### config.mk
export PLATFORM = sky130hd
export DESIGN_NAME = axis_rd_dma
export DESIGN_NICKNAME = d
export VERILOG_FILES = /design/src/hw/axis_rd_pkg.sv /design/src/hw/axi_rd_if.sv /design/src/hw/axis_rd_dma.sv /design/src/hw/burst_planner.sv /design/src/hw/rd_addr_tracker.sv /design/src/hw/rd_beat_counter.sv /design/src/hw/rd_ctrl.sv
export VERILOG_INCLUDE_DIRS = /design/src /design/src/hw
export SDC_FILE = /design/constraint.sdc
export NUM_CORES = 1
export LEC_CHECK = 0
export ABC_AREA = 1
export BUFFER_PORTS_ARGS = -buffer_cell sky130_fd_sc_hd__buf_2
export CORE_ASPECT_RATIO = 1.75
export CORE_MARGIN = 10
export CORE_UTILIZATION = 41
export CTS_CLUSTER_DIAMETER = 120
export DETAILED_ROUTE_END_ITERATION = 6
export GPL_TIMING_DRIVEN = 0
export PLACE_DENSITY_LB_ADDON = 0.25
export SKIP_CTS_REPAIR_TIMING = 1
export SYNTH_ARGS = -nofsm -noshare
export SYNTH_HDL_FRONTEND = slang
export SYNTH_SLANG_ARGS = --single-unit
### constraint.sdc
create_clock -name clk_i -period 4.73 [get_ports clk_i]
set_input_delay 0.473 -clock clk_i [delete_from_list [all_inputs] [get_ports clk_i]]
set_output_delay 0.473 -clock clk_i [all_outputs]
set_load 0.02 [all_outputs]
### src/hw/axis_rd_params.svh
`ifndef AXIS_RD_PARAMS_SVH
`define AXIS_RD_PARAMS_SVH

// Byte address width
`define RD_ADDR_W 32

// Stream and AXI data width of one 4-byte word per beat
`define RD_DATA_W 32

// Transfer length field, counted in words
`define RD_LEN_W 16

// Largest burst issued on the AR channel
`define RD_MAX_BURST 16

// AXI4 arlen field
`define RD_ARLEN_W 8

`endif

### src/hw/axis_rd_pkg.sv
`include "axis_rd_params.svh"

package axis_rd_pkg;

   // Byte address on the AXI side
   typedef logic [`RD_ADDR_W-1:0] addr_t;

   // One data beat
   typedef logic [`RD_DATA_W-1:0] word_t;

   // Word count of a whole transfer
   typedef logic [`RD_LEN_W-1:0] len_t;

   // Beats in one burst from 0 up to the burst limit inclusive
   typedef logic [$clog2(`RD_MAX_BURST + 1)-1:0] beats_t;

   // AXI length field holding beats minus one
   typedef logic [`RD_ARLEN_W-1:0] arlen_t;

   // Controller states
   typedef enum logic [1:0] {
      RD_IDLE  = 2'd0,
      RD_PLAN  = 2'd1,
      RD_ISSUE = 2'd2,
      RD_DATA  = 2'd3
   } rd_state_e;

endpackage

### src/hw/axi_rd_if.sv
`timescale 1ns/100ps

interface axi_rd_if import axis_rd_pkg::*; ();

   // AR channel
   addr_t  araddr;
   arlen_t arlen;
   logic   arvalid;
   logic   arready;

   // R channel
   word_t  rdata;
   logic   rlast;
   logic   rvalid;
   logic   rready;

   modport mst (
      output araddr,
      output arlen,
      output arvalid,
      input  arready,
      input  rdata,
      input  rlast,
      input  rvalid,
      output rready
   );

   // Passive view for beat tracking
   modport mon (
      input araddr,
      input arlen,
      input arvalid,
      input arready,
      input rdata,
      input rlast,
      input rvalid,
      input rready
   );

endinterface

### src/hw/axis_rd_dma.sv
`timescale 1ns/100ps

module axis_rd_dma import axis_rd_pkg::*; (
   input  logic   clk_i,
   input  logic   rst_n_i,

   input  logic   cfg_valid_i,
   input  addr_t  cfg_addr_i,
   input  len_t   cfg_len_i,
   output logic   cfg_ready_o,
   output logic   done_o,
   output logic   err_o,

   output addr_t  m_axi_araddr_o,
   output arlen_t m_axi_arlen_o,
   output logic   m_axi_arvalid_o,
   input  logic   m_axi_arready_i,
   input  word_t  m_axi_rdata_i,
   input  logic   m_axi_rlast_i,
   input  logic   m_axi_rvalid_i,
   output logic   m_axi_rready_o,

   output word_t  axis_data_o,
   output logic   axis_valid_o,
   input  logic   axis_ready_i
);

   axi_rd_if axi_bus ();

   logic   load;
   logic   plan;
   logic   burst_done;
   beats_t plan_beats;
   addr_t  cur_addr;
   len_t   remain;
   arlen_t cur_arlen;

   // Slave side inputs into the bundle
   assign axi_bus.arready = m_axi_arready_i;
   assign axi_bus.rdata   = m_axi_rdata_i;
   assign axi_bus.rlast   = m_axi_rlast_i;
   assign axi_bus.rvalid  = m_axi_rvalid_i;

   // Address and length come from the tracker registers
   assign axi_bus.araddr = cur_addr;
   assign axi_bus.arlen  = cur_arlen;

   assign m_axi_araddr_o  = axi_bus.araddr;
   assign m_axi_arlen_o   = axi_bus.arlen;
   assign m_axi_arvalid_o = axi_bus.arvalid;
   assign m_axi_rready_o  = axi_bus.rready;
   assign axis_data_o     = axi_bus.rdata;

   burst_planner u_planner (
      .addr_i   (cur_addr),
      .remain_i (remain),
      .beats_o  (plan_beats)
   );

   rd_addr_tracker u_tracker (
      .clk_i        (clk_i),
      .rst_n_i      (rst_n_i),
      .load_i       (load),
      .cfg_addr_i   (cfg_addr_i),
      .cfg_len_i    (cfg_len_i),
      .plan_i       (plan),
      .beats_i      (plan_beats),
      .burst_done_i (burst_done),
      .addr_o       (cur_addr),
      .remain_o     (remain),
      .arlen_o      (cur_arlen)
   );

   rd_beat_counter u_beat_cnt (
      .clk_i        (clk_i),
      .rst_n_i      (rst_n_i),
      .axi          (axi_bus.mon),
      .arlen_i      (cur_arlen),
      .burst_done_o (burst_done),
      .err_o        (err_o)
   );

   rd_ctrl u_ctrl (
      .clk_i        (clk_i),
      .rst_n_i      (rst_n_i),
      .cfg_valid_i  (cfg_valid_i),
      .cfg_len_i    (cfg_len_i),
      .cfg_ready_o  (cfg_ready_o),
      .remain_i     (remain),
      .burst_done_i (burst_done),
      .load_o       (load),
      .plan_o       (plan),
      .done_o       (done_o),
      .axi          (axi_bus.mst),
      .axis_valid_o (axis_valid_o),
      .axis_ready_i (axis_ready_i)
   );

endmodule

### src/hw/burst_planner.sv
`timescale 1ns/100ps
`include "axis_rd_params.svh"

module burst_planner import axis_rd_pkg::*; (
   input  addr_t  addr_i,
   input  len_t   remain_i,
   output beats_t beats_o
);

   localparam int unsigned PAGE_BYTES = 4096;
   localparam len_t        MAX_BURST  = len_t'(`RD_MAX_BURST);

   logic [12:0] page_left_bytes;
   len_t        page_left_words;
   len_t        capped;
   len_t        chosen;

   // Bytes up to the next 4 KB boundary (4 to 4096)
   assign page_left_bytes = 13'(PAGE_BYTES) - {1'b0, addr_i[11:0]};

   // Word aligned, so the low two bits are always zero
   assign page_left_words = len_t'(page_left_bytes[12:2]);

   always_comb begin
      if (remain_i < MAX_BURST) begin
         capped = remain_i;
      end else begin
         capped = MAX_BURST;
      end
   end

   always_comb begin
      if (page_left_words < capped) begin
         chosen = page_left_words;
      end else begin
         chosen = capped;
      end
   end

   // chosen never exceeds the burst limit, so it fits
   assign beats_o = beats_t'(chosen);

endmodule

### src/hw/rd_addr_tracker.sv
`timescale 1ns/100ps

module rd_addr_tracker import axis_rd_pkg::*; (
   input  logic   clk_i,
   input  logic   rst_n_i,
   input  logic   load_i,
   input  addr_t  cfg_addr_i,
   input  len_t   cfg_len_i,
   input  logic   plan_i,
   input  beats_t beats_i,
   input  logic   burst_done_i,
   output addr_t  addr_o,
   output len_t   remain_o,
   output arlen_t arlen_o
);

   addr_t  addr_q;
   len_t   remain_q;
   arlen_t arlen_q;
   addr_t  burst_words;
   addr_t  next_addr;

   // Step past the burst that just finished
   assign burst_words = addr_t'(arlen_q) + addr_t'(1);
   assign next_addr   = addr_q + (burst_words << 2);

   always_ff @(posedge clk_i) begin
      if (!rst_n_i) begin
         remain_q <= '0;
      end else if (load_i) begin
         remain_q <= cfg_len_i;
      end else if (plan_i) begin
         remain_q <= remain_q - len_t'(beats_i);
      end
   end

   always_ff @(posedge clk_i) begin
      if (load_i) begin
         addr_q <= cfg_addr_i;
      end else if (burst_done_i) begin
         addr_q <= next_addr;
      end
   end

   always_ff @(posedge clk_i) begin
      if (plan_i) begin
         arlen_q <= arlen_t'(beats_i) - arlen_t'(1);
      end
   end

   assign addr_o   = addr_q;
   assign remain_o = remain_q;
   assign arlen_o  = arlen_q;

endmodule

### src/hw/rd_beat_counter.sv
`timescale 1ns/100ps

module rd_beat_counter import axis_rd_pkg::*; (
   input  logic   clk_i,
   input  logic   rst_n_i,
   axi_rd_if.mon  axi,
   input  arlen_t arlen_i,
   output logic   burst_done_o,
   output logic   err_o
);

   arlen_t beat_cnt;
   logic   beat_acc;
   logic   at_planned_last;
   logic   mismatch;
   logic   err_q;

   assign beat_acc        = axi.rvalid && axi.rready;
   assign at_planned_last = (beat_cnt == arlen_i);

   // Early rlast, or no rlast on the planned final beat
   assign mismatch = beat_acc && (axi.rlast != at_planned_last);

   // A missing rlast still closes the burst so the FSM moves on
   assign burst_done_o = beat_acc && (axi.rlast || at_planned_last);

   always_ff @(posedge clk_i) begin
      if (!rst_n_i) begin
         beat_cnt <= '0;
      end else if (burst_done_o) begin
         beat_cnt <= '0;
      end else if (beat_acc) begin
         beat_cnt <= beat_cnt + arlen_t'(1);
      end
   end

   // Sticky until reset
   always_ff @(posedge clk_i) begin
      if (!rst_n_i) begin
         err_q <= 1'b0;
      end else if (mismatch) begin
         err_q <= 1'b1;
      end
   end

   assign err_o = err_q;

endmodule

### src/hw/rd_ctrl.sv
`timescale 1ns/100ps

module rd_ctrl import axis_rd_pkg::*; (
   input  logic  clk_i,
   input  logic  rst_n_i,
   input  logic  cfg_valid_i,
   input  len_t  cfg_len_i,
   output logic  cfg_ready_o,
   input  len_t  remain_i,
   input  logic  burst_done_i,
   output logic  load_o,
   output logic  plan_o,
   output logic  done_o,
   axi_rd_if.mst axi,
   output logic  axis_valid_o,
   input  logic  axis_ready_i
);

   rd_state_e state;
   rd_state_e state_nxt;
   logic      in_data;
   logic      last_burst_end;
   logic      done_q;

   assign in_data        = (state == RD_DATA);
   assign last_burst_end = in_data && burst_done_i && (remain_i == '0);

   always_comb begin
      state_nxt = state;
      case (state)
         RD_IDLE: begin
            // Zero length is taken but starts nothing
            if (cfg_valid_i && (cfg_len_i != '0)) begin
               state_nxt = RD_PLAN;
            end
         end
         RD_PLAN: begin
            state_nxt = RD_ISSUE;
         end
         RD_ISSUE: begin
            if (axi.arready) begin
               state_nxt = RD_DATA;
            end
         end
         RD_DATA: begin
            if (burst_done_i) begin
               if (remain_i == '0) begin
                  state_nxt = RD_IDLE;
               end else begin
                  state_nxt = RD_PLAN;
               end
            end
         end
         default: begin
            state_nxt = RD_IDLE;
         end
      endcase
   end

   always_ff @(posedge clk_i) begin
      if (!rst_n_i) begin
         state <= RD_IDLE;
      end else begin
         state <= state_nxt;
      end
   end

   // One cycle pulse on the way back to idle
   always_ff @(posedge clk_i) begin
      if (!rst_n_i) begin
         done_q <= 1'b0;
      end else begin
         done_q <= last_burst_end;
      end
   end

   assign cfg_ready_o = (state == RD_IDLE);
   assign load_o      = cfg_ready_o && cfg_valid_i;
   assign plan_o      = (state == RD_PLAN);
   assign done_o      = done_q;

   assign axi.arvalid = (state == RD_ISSUE);

   // Stream stalls go straight back to the R channel
   assign axi.rready   = in_data && axis_ready_i;
   assign axis_valid_o = in_data && axi.rvalid;

endmodule

After elaboration in Yosys (flattened, before gate mapping)
Cells that the tools add are included.
{ "totals": {"regBits": 68, "inputBits": 87, "output_inout_bits": 78, "elab_cells": 52} }
{ "op_classes": {"add_sub_neg": 6, "n_lt_le_gt_ge": 2, "eq_ne": 8, "mux": 11, "n_bitwise": 1, "reduce_logical": 17} }
{ "op_table": {"columns": ["op", "n"], "rows": [
  ["32-bit two-way mux", 2],
  ["16-bit two-way mux", 3],
  ["32-bit adder", 1],
  ["16-bit logical NOT", 1],
  ["11-bit by 16-bit less-than comparator with 1-bit output", 1],
  ["16-bit by 5-bit less-than comparator with 1-bit output (second input constant)", 1],
  ["16-bit nonzero test", 1],
  ["16-bit by 5-bit subtractor with 16-bit output", 1],
  ["13-bit by 12-bit subtractor with 13-bit output (first input constant)", 1],
  ["8-bit by 1-bit adder with 9-bit output (second input constant)", 1],
  ["1-bit logical AND", 9],
  ["8-bit by 1-bit adder with 8-bit output (second input constant)", 1],
  ["8-bit == test", 1],
  ["2-bit one-hot mux with 4 select lines", 1],
  ["2-bit two-way mux", 3],
  ["5-bit by 1-bit subtractor with 6-bit output (second input constant)", 1],
  ["5-bit two-way mux", 1],
  ["2-bit == test (second input constant)", 2],
  ["2-bit by 1-bit inequality test with 1-bit output (second input constant)", 2],
  ["2-bit nonzero test", 2],
  ["3-bit AND reduction", 1],
  ["2-bit by 1-bit == test with 1-bit output (second input constant)", 1],
  ["2-bit logical NOT", 1],
  ["2-bit inequality test (second input constant)", 1],
  ["5 further kinds", 5]
]} }

Depth between registers and ports, before layout
Gate-level depths: netlist of run 1.
{ "depth": {"word_depth": 7, "ltp_mapped": 34, "depth_no_buf": 34} }

Worst setup path after synthesis of run 1
OpenSTA, ideal clock, no wires.
{ "synth_timing": {"path_kind": "register to register", "from": "register u_tracker.addr_q[0] (netlist: u_tracker.addr_o[0])", "to": "register u_tracker.remain_q[8] (netlist: u_tracker.remain_o[8])", "setup_time_ns": 0.128, "arrival_ns": 4.364, "required_time_ns": 4.602, "slack_ns": 0.239, "stages_incl_launch_ff": 34, "n_path_buf": 0, "synth_period_minus_slack_ns": 4.491, "cell_sequence": "edfxtp_1 -> nor2_1 -> nand2_1 -> nor2_1 -> inv_1 -> nor2_1 -> inv_1 -> nor2_1 -> inv_1 -> or2_1 -> nor2_1 -> nand2_1 -> nor2_1 -> nand2_1 -> xnor2_1 -> inv_1 -> ha_1 -> nand2_1 -> inv_1 -> a221oi_2 -> nand2_4 -> nand3_1 -> o21a_1 -> inv_1 -> ha_1 -> fa_1 -> inv_1 -> nand4_1 -> nand2_1 -> nand2_2 -> nand3_1 -> nand2_1 -> a21oi_1 -> nor2_1"} }
{ "synth_via": {"elab_chain_len": 6} }
{ "synth_lines": {"columns": ["element", "line_no", "text"], "rows": [
  ["start, declared", "rd_addr_tracker.sv:17", "addr_t addr_q;"],
  ["start signal, assigned", "rd_addr_tracker.sv:39", "addr_q <= cfg_addr_i;"],
  ["start signal, assigned", "rd_addr_tracker.sv:41", "addr_q <= next_addr;"],
  ["13-bit by 12-bit subtractor with 13-bit output *", "burst_planner.sv:19", "assign page_left_bytes = 13'(PAGE_BYTES) - {1'b0, addr_i[11:0]};"],
  ["11-bit by 16-bit less-than comparator with 1-bit output", "burst_planner.sv:33", "if (page_left_words < capped) begin"],
  ["5-bit two-way mux *", "burst_planner.sv:33", null],
  ["16-bit by 5-bit subtractor with 16-bit output *", "rd_addr_tracker.sv:33", "remain_q <= remain_q - len_t'(beats_i);"],
  ["16-bit two-way mux *", "rd_addr_tracker.sv:32", "end else if (plan_i) begin"],
  ["16-bit two-way mux *", "rd_addr_tracker.sv:30", "end else if (load_i) begin"],
  ["end signal, assigned", "rd_addr_tracker.sv:31", "remain_q <= cfg_len_i;"],
  ["end signal, assigned", "rd_addr_tracker.sv:33", null],
  ["end, declared", "rd_addr_tracker.sv:18", "len_t remain_q;"]
]} }
Mark *: on every way between the ends. The rest lies on a longest branch, timed or not. The select of a mux whose other input is x is not followed.
A chain may end at the register's enable or synchronous reset.

Worst setup path in the final report of run 1
{ "layout_timing": {"from": "register u_tracker.addr_q[1] (netlist: u_tracker.addr_o[1])", "to": "register u_tracker.remain_q[6] (netlist: u_tracker.remain_o[6])"} }
The elaborated chain is that of the path after synthesis.

==> results of run 1 <==
[layer usage]
| layer | vias up | wire, um |
|---|---|---|
| met3 | 21 | 835 |
| met1 | 2274 | 5570 |
| met4 | 0 | 396 |
| li1 | 2617 | - |
| met5 | - | 0 |
| met2 | 143 | 8010 |
[cell usage after synthesis, drive strengths merged]
cell / instances / area, um^2
nand4: 16 / 100
o31ai: 2 / 15.0
inv: 94 / 353
nand2: 194 / 763
a31oi: 6 / 37.5
edfxtp: 38 / 1140
conb: 1 / 3.75
a221oi: 1 / 15.0
a211oi: 1 / 7.51
o21a: 1 / 7.51
fa: 2 / 40.0
nor4: 8 / 50.1
buf: 35 / 260
and3: 1 / 6.26
nor2: 69 / 277
xnor2: 16 / 140
xor2: 26 / 228
o221ai: 3 / 26.3
a32o: 2 / 20.0
dfxtp: 28 / 561
o21bai: 1 / 7.51
or2: 4 / 25.0
ha: 29 / 363
nor3b: 2 / 15.0
clkbuf: 10 / 37.5
nand3: 37 / 205
a311oi: 1 / 8.76
nor3: 17 / 90.1
clkinv: 2 / 7.51
a21oi: 32 / 164
o21ai: 35 / 175
o211ai: 2 / 15.0
[worst max-delay path, delay by kind of cell (launching register included)]
| kind | cells | cell delay [ns] |
|---|---|---|
| buffers and inverters | 7 | 0.44 |
| xor gates and xnor gates | 1 | 0.13 |
| AOI/OAI and AO/OA | 3 | 0.60 |
| and+or+nand+nor | 19 | 2.04 |
| adders and majority gates | 3 | 0.75 |
| DFF | 1 | 0.41 |
[cell type report]
class | count | area [um^2]
fillers | 1316 | 5880
flip-flops and latches | 66 | 1700
well taps | 168 | 210
clock inverters | 3 | 42.5
plain buffers | 45 | 298
multi-input cells | 514 | 2940
repair buffers | 139 | 713
inverters | 96 | 360
clock buffers | 13 | 283
[worst paths after layout]
path                                              to                          start  cells past startpoint
setup reg to reg  u_tracker.remain_o[6]$_SDFFE_PN0P_  u_tracker.addr_o[1]$_DFFE_PP_                     33
hold / removal    u_tracker.remain_o[1]$_SDFFE_PN0P_                        rst_n_i                      3
hold reg to reg        u_beat_cnt.err_o$_SDFFE_PN0P_  u_beat_cnt.err_o$_SDFFE_PN0P_                      2
setup / recovery  u_tracker.remain_o[6]$_SDFFE_PN0P_  u_tracker.addr_o[1]$_DFFE_PP_                     33
[flip-flops by register name, indices dropped and copies added (netlist names)]
signal / flops
u_tracker.remain_o: 16
u_ctrl.done_o: 1
u_tracker.arlen_o: 6
u_beat_cnt.beat_cnt: 8
u_beat_cnt.err_o: 1
u_ctrl.state: 2
u_tracker.addr_o: 32
[kinds of logic after synthesis]
| group | count (synthesis) | synth area share, % |
|---|---|---|
| AOI/OAI and AO/OA | 87 | 9.67 |
| xor gates and xnor gates | 42 | 7.12 |
| adders and majority gates | 31 | 7.80 |
| buffers and inverters | 141 | 12.7 |
| DFF | 66 | 32.9 |
| other | 1 | 0.0726 |
| and+or+nand+nor | 348 | 29.7 |
[metrics by stage]
step | TNS [ns] | setup slack (ns) | cell area, um^2 | utilization, %
4_1_cts | -3.01 | -0.336 | 6380 | 51.3
3_3_place_gp | -2.37 | -0.281 | 6050 | 48.7
3_5_place_dp | -2.60 | -0.298 | 6050 | 48.7
2_1_floorplan | 0 | 0.239 | 5180 | -
6_report | 0 | 0.253 | 6550 | 52.7
5_1_grt | -0.945 | -0.173 | 6550 | 52.7
[power breakdown]
group	leakage [nW]	total [mW]	internal, mW	switching, mW
clock	0.156	0.726	0.472	0.254
combinational	2.42	2.71	1.01	1.70
sequential	0.591	1.15	0.917	0.237
total	3.16	4.59	2.39	2.20
==> out/metrics.csv, run 1 <==
metric,value,unit
"most common cell after layout, fill and taps aside",nand2_1,
GRT Max-Usage Layer,met2,
met1 Usage GRT,16.5,%
Max Cap Viol,0,
via count,5055,
vias in the first global route,5103,
Avg WL per Cell,14.2,um
met3 global-route usage,4.37,%
Die Y,168,um
level count of the clock H-tree,3,
sequential-to-total area share from yosys stat,32.9,%
Mapped Area,5160,um^2
placed cells,1021,
initial drt markers,201,
Most common cell on crit path,nor2_1,
routed wire length,14800,um
Crit Path Max Fanout,7,
synth-to-layout area growth,26.8,%
first drt pass iteration count,4,
worst-margin pin slew,0.734,ns
hold crit path type,input pin to flip-flop,
Vias/cell,4.84,
first-pass GRT wire length,23800,um
Max stage delay on crit path,0.41,ns
Non-Filler Instances,1044,
CP Data Required Time,4.93,ns
# nets final,989,
Synth Area per Inst,7.21,um^2
status,finished clean,
core area,12400,um^2
CP Data Arrival Time,4.68,ns
global-route total usage across every layer,16.4,%
Num CTS Buffers,9,
global-route track usage on met2,30.5,%
Remaining DRCs,0,
initial antenna violation count,0,
Routability Congestion,0.940,
IO Pins,165,
hold_ws,0.384,ns
Yosys reg bits,66,
RSZ-0062 raised after global routing,yes,
Worst-path clk slew,0.05,ns
Final ANT Viol Nets,0,
TritonCTS clock tree,built,
crit start category,flip-flop,
starting density of the core,41.5,%
Setup crit end kind,flip-flop,
full die area,17700,um^2
clock sink total,66,
Root Driver,clkbuf_16,
relative slew slack,50.9,%
r2r setup slk,0.25,ns
num rows,54,
largest net degree at the start of global routing,31,
maximum VDD drop,0.000284,V
later-pin clock latency in the skew report,0.34,ns
Achievable Freq,223,MHz
Congestion Overflow GR,0,
# setup viols final,0,
share of layout cells above drive strength 1,26.9,%
Bufs on Longest Clock Path,2,
fin crit period,4.48,ns
Syn Inst Count,716,
die width,105,um
Power Total,4.59,mW
"Slew Viols, Final",0,
most frequent cells in the layout,"nand2_1, buf_2, inv_1",
number of inserted diodes,0,
Worst Skew,0.00827,ns
Port Buf Inserts,132,
Synth Warn #,0,
power density cells,701,nW/um^2
Cell variety after synth,43,
CP max-delay cell,edfxtp_1,
"Hold Vio Cnt, Final",0,
leak pwr,3.16,nW
CP Class,flip-flop to flip-flop,
"Period Utilization, post-route",94.7,%
HPWL Detailed,12100,um
Power figures use the tool's default switching activity.
==> run 2, diff against run 1 <==
--- a/config.mk
+++ b/config.mk
@@ -10,7 +10,7 @@
 export BUFFER_PORTS_ARGS = -buffer_cell sky130_fd_sc_hd__buf_2
 export CORE_ASPECT_RATIO = 1.75
 export CORE_MARGIN = 10
-export CORE_UTILIZATION = 41
+export CORE_UTILIZATION = 52
 export CTS_CLUSTER_DIAMETER = 120
 export DETAILED_ROUTE_END_ITERATION = 6
 export GPL_TIMING_DRIVEN = 0
==> run 2 against run 1 <==
Effect of this change:
- sequential cell count unchanged
- register-to-register slack got worse by 0.20 ns
- sequential share of layout area decreased by 0.17 points
- clock power decreased by 5.8%
- core utilization is 15 points higher
- largest power group unchanged
- non-clock buffer count grew 14
- clock skew shrank 0.0016 ns
- sequential power about the same
- critical path depth unchanged
- hold slack better by 0.0032 ns
- via count rose by 5.2%
- final cell count down 2.8%
==> out/metrics.csv, run 2 (synthesized netlist as in run 1, its figures left out) <==
metric,value,unit
core area,9790,um^2
# nets final,1003,
full die area,14500,um^2
clock sink total,66,
via count,5317,
worst-margin pin slew,0.712,ns
Avg WL per Cell,16.0,um
# setup viols final,0,
met3 WL,1220,um
Non-Filler Instances,1015,
fin crit period,4.67,ns
power density cells,726,nW/um^2
relative slew slack,52.4,%
"Hold Vio Cnt, Final",0,
Setup crit end kind,flip-flop,
leak pwr,3.23,nW
hold crit path type,input pin to flip-flop,
vias in the first global route,5264,
share of layout cells above drive strength 1,28.1,%
number of inserted diodes,0,
Congestion Overflow GR,0,
most frequent cells in the layout,"nand2_1, buf_2, inv_1",
Final ANT Viol Nets,0,
hold_ws,0.387,ns
Achievable Freq,214,MHz
"most common cell after layout, fill and taps aside",nand2_1,
TritonCTS clock tree,built,
later-pin clock latency in the skew report,0.33,ns
RSZ-0062 raised after global routing,yes,
Root Driver,clkbuf_16,
Die Y,152,um
"Slew Viols, Final",0,
max reg flops,32,
initial drt markers,318,
Num CTS Buffers,9,
# fillers,862,
largest net degree at the start of global routing,31,
CP Class,flip-flop to flip-flop,
CP Data Arrival Time,4.87,ns
Max stage delay on crit path,0.39,ns
Worst Skew,0.00664,ns
Most common cell on crit path,nor2_1,
Final Util,67.3,%
initial antenna violation count,0,
die width,95.3,um
HPWL Detailed,12500,um
crit start category,flip-flop,
M1 WL,5270,um
placed cells,978,
IO Pins,165,
synth-to-layout area growth,27.6,%
CP Data Required Time,4.92,ns
Area after DPL,6000,um^2
Port Buf Inserts,132,
Vias/cell,5.24,
CP max-delay cell,edfxtp_1,
global-route total usage across every layer,20.5,%
Routability Congestion,0.947,
num rows,48,
starting density of the core,52.8,%
routed wire length,16200,um
Max Cap Viol,0,
final instance area,6590,um^2
Crit Path Max Fanout,8,
routed wl met2,9110,um
Remaining DRCs,0,
Bufs on Longest Clock Path,2,
status,finished clean,
first drt pass iteration count,5,
Worst-path clk slew,0.06,ns
"Period Utilization, post-route",98.8,%
first-pass GRT wire length,24000,um
maximum VDD drop,0.000420,V
level count of the clock H-tree,3,
highest routed layer,met4,
[run 2: changes by cell type in the layout (fill, tap and decap cells not counted), sizes merged]
cell      change
buf          +14
clkbuf        +1
clkinvlp      -1
[run 2: cell type report]
class                   count  area [um^2]  share of cell area, %
plain buffers              45          298                   4.52
clock buffers              14          265                   4.02
clock inverters             2         35.0                  0.532
inverters                  96          360                   5.47
multi-input cells         514         2950                   44.7
flip-flops and latches     66         1700                   25.8
well taps                 125          156                   2.37
repair buffers            153          826                   12.5
[run 2: path summary, 6_finish.rpt]
| kind | from | to | slack (ns) | cells after the start |
|---|---|---|---|---|
| min | rst_n_i | u_tracker.remain_o[1]$_SDFFE_PN0P_ | 0.39 | 3 |
| min reg2reg | u_beat_cnt.err_o$_SDFFE_PN0P_ | u_beat_cnt.err_o$_SDFFE_PN0P_ | 0.47 | 2 |
| max reg2reg | u_tracker.addr_o[1]$_DFFE_PP_ | u_tracker.remain_o[8]$_SDFFE_PN0P_ | 0.06 | 33 |
| max | u_tracker.addr_o[1]$_DFFE_PP_ | u_tracker.remain_o[8]$_SDFFE_PN0P_ | 0.06 | 33 |
[run 2: critical path, delay by kind of cell (launching register included)]
family | cells | cell delay (ns)
flip-flops | 1 | 0.39
AND/OR/NAND/NOR | 19 | 2.06
XOR/XNOR | 1 | 0.15
AO/OA/AOI/OAI | 3 | 0.67
adder cells (fa/ha/maj) | 3 | 0.79
buffers and inverters | 7 | 0.45
[run 2: power breakdown]
group	switching, mW	total [mW]	internal (mW)
logic	1.85	2.95	1.10
clock network	0.243	0.684	0.440
registers	0.240	1.16	0.916
total	2.34	4.79	2.45
[run 2: per-layer routing]
metal,vias to the layer above,track usage (%)
li1,2641,-
met5,-,0
met4,0,9.38
met1,2406,19.8
met3,46,4.14
met2,224,38.8
[run 2: per-stage QoR]
stage / power (mW) / setup WS [ns] / setup TNS (ns)
4_1_cts: 4.48 / -0.441 / -3.81
6_report: 4.79 / 0.0566 / 0
3_5_place_dp: 3.78 / -0.410 / -3.39
2_1_floorplan: 3.07 / 0.239 / 0
5_1_grt: 5.16 / -0.318 / -2.78
3_3_place_gp: 3.69 / -0.260 / -1.85
==> run 3, diff against run 2 <==
--- a/config.mk
+++ b/config.mk
@@ -10,7 +10,7 @@
 export BUFFER_PORTS_ARGS = -buffer_cell sky130_fd_sc_hd__buf_2
 export CORE_ASPECT_RATIO = 1.75
 export CORE_MARGIN = 10
-export CORE_UTILIZATION = 52
+export CORE_UTILIZATION = 35
 export CTS_CLUSTER_DIAMETER = 120
 export DETAILED_ROUTE_END_ITERATION = 6
 export GPL_TIMING_DRIVEN = 0
==> run 3 against run 2 <==
Effect of this change:
- core utilization is 22 points lower
- global-route usage shrank 5.8 points
- design area is 1.0% lower
- combinational power decreased by 7.8%
- final cell count up 4.2%
- via count is 4.7% lower
- clock-buffer cell count decreased by 4
- clock skew hardly changed
- register-to-register slack gained 0.26 ns
- critical path type unchanged
- critical endpoint is now u_tracker.remain_o[6]$_SDFFE_PN0P_
==> out/metrics.csv, run 3 (synthesized netlist as in run 1, its figures left out) <==
metric,value,unit
r2r setup slk,0.32,ns
first-pass GRT wire length,24500,um
# fillers,1557,
Die Y,181,um
fin crit period,4.41,ns
clock sink total,66,
HPWL Detailed,12600,um
HP Start,cfg_addr_i[27],
# setup viols final,0,
Final ANT Viol Nets,0,
Avg WL per Cell,14.4,um
status,finished clean,
initial drt markers,185,
R2R depth,32,
Setup crit end kind,flip-flop,
"Slew Viols, Final",0,
Max Cap Viol,0,
# nets final,991,
Worst Skew,0.00709,ns
"Hold Vio Cnt, Final",0,
Worst-path clk slew,0.06,ns
R2R Path Start,u_tracker.addr_o[1]$_DFFE_PP_,
num rows,58,
Bufs on Longest Clock Path,2,
"Period Utilization, post-route",93.3,%
die width,112,um
crit path launch,u_tracker.addr_o[1]$_DFFE_PP_,
hold crit path type,input pin to flip-flop,
Most common cell on crit path,nor2_1,
Total Neg Setup Slack,0,ns
relative slew slack,49.9,%
Achievable Freq,227,MHz
number of inserted diodes,0,
r2r endpoint,u_tracker.remain_o[6]$_SDFFE_PN0P_,
"most common cell after layout, fill and taps aside",nand2_1,
global-route total usage across every layer,14.7,%
Routability Congestion,0.890,
core area,14400,um^2
initial antenna violation count,0,
most frequent cells in the layout,"nand2_1, buf_2, inv_1",
synth-to-layout area growth,26.3,%
Setup crit end,u_tracker.remain_o[6]$_SDFFE_PN0P_,
Remaining DRCs,0,
leak pwr,3.17,nW
full die area,20200,um^2
via count,5068,
GRT Max-Usage Layer,met2,
IO Pins,165,
share of layout cells above drive strength 1,27.1,%
Crit Path Max Fanout,7,
setup slack at placement,-0.392,ns
vias in the first global route,5046,
CP Data Required Time,4.92,ns
placed cells,1033,
post-layout worst setup margin,0.316,ns
Non-Filler Instances,1058,
met1 Usage GRT,14.3,%
Max stage delay on crit path,0.45,ns
later-pin clock latency in the skew report,0.33,ns
routed wire length,15200,um
CP Data Arrival Time,4.61,ns
crit start category,flip-flop,
worst-margin pin slew,0.749,ns
Power Total,4.53,mW
TritonCTS clock tree,built,
first drt pass iteration count,4,
Root Driver,clkbuf_16,
RSZ-0062 raised after global routing,yes,
hold_ws,0.415,ns
power density cells,695,nW/um^2
global-route track usage on met2,28.2,%
Congestion Overflow GR,0,
Num CTS Buffers,9,
largest net degree at the start of global routing,31,
level count of the clock H-tree,3,
max reg flops,32,
met3 global-route usage,3.45,%
starting density of the core,35.8,%
Port Buf Inserts,132,
maximum VDD drop,0.000312,V
CP Class,flip-flop to flip-flop,
Vias/cell,4.79,
CP max-delay cell,edfxtp_1,
run 3: cell type report:
type | count | area, um^2 | area share (%)
buffer | 45 | 298 | 4.57
clock buffer | 10 | 229 | 3.51
clock inverter | 6 | 57.6 | 0.882
inverter | 96 | 360 | 5.52
multi-input combinational | 514 | 2920 | 44.8
sequential | 66 | 1700 | 26.1
tap | 180 | 225 | 3.45
timing repair buffer | 141 | 728 | 11.2
run 3: report_power, final:
| part | internal (mW) | switching, mW | total (mW) |
|---|---|---|---|
| Clock | 0.404 | 0.249 | 0.653 |
| Combinational | 1.02 | 1.71 | 2.72 |
| Sequential | 0.917 | 0.238 | 1.16 |
| Total | 2.34 | 2.19 | 4.53 |
run 3: worst min-delay path by stage:
stage / slack (ns) / cells after the start / to
after global routing: 0.41 / 3 / u_tracker.addr_o[19]$_DFFE_PP_
after floorplan: 0.47 / 2 / u_beat_cnt.beat_cnt[5]$_SDFFE_PP0P_
after global placement: 0.46 / 2 / u_beat_cnt.err_o$_SDFFE_PN0P_
final: 0.41 / 3 / u_tracker.addr_o[27]$_DFFE_PP_
after CTS: 0.41 / 3 / u_tracker.addr_o[27]$_DFFE_PP_
after detailed placement: 0.47 / 2 / u_beat_cnt.err_o$_SDFFE_PN0P_
run 3: routing by layer:
| layer | share of wire (%) | wire [um] | up-vias |
|---|---|---|---|
| li1 | - | - | 2622 |
| met1 | 37 | 5640 | 2293 |
| met2 | 55 | 8350 | 134 |
| met3 | 5.2 | 792 | 19 |
| met4 | 3.0 | 454 | 0 |
| met5 | 0 | 0 | - |
run 3: worst max-delay path, delay by kind of cell (launching register included):
family	cells	cell delay, ns
AO/OA/AOI/OAI	3	0.63
AND/OR/NAND/NOR	20	2.03
adder cells (fa/ha/maj)	3	0.80
buffers and inverters	6	0.33
flip-flops	1	0.45
run 3: per-stage QoR:
stage | area, um^2 | utilization (%)
2_1_floorplan | 5180 | -
4_1_cts | 6360 | 44.0
3_5_place_dp | 6070 | 42.0
5_1_grt | 6520 | 45.2
6_report | 6520 | 45.2
3_3_place_gp | 6070 | 42.0
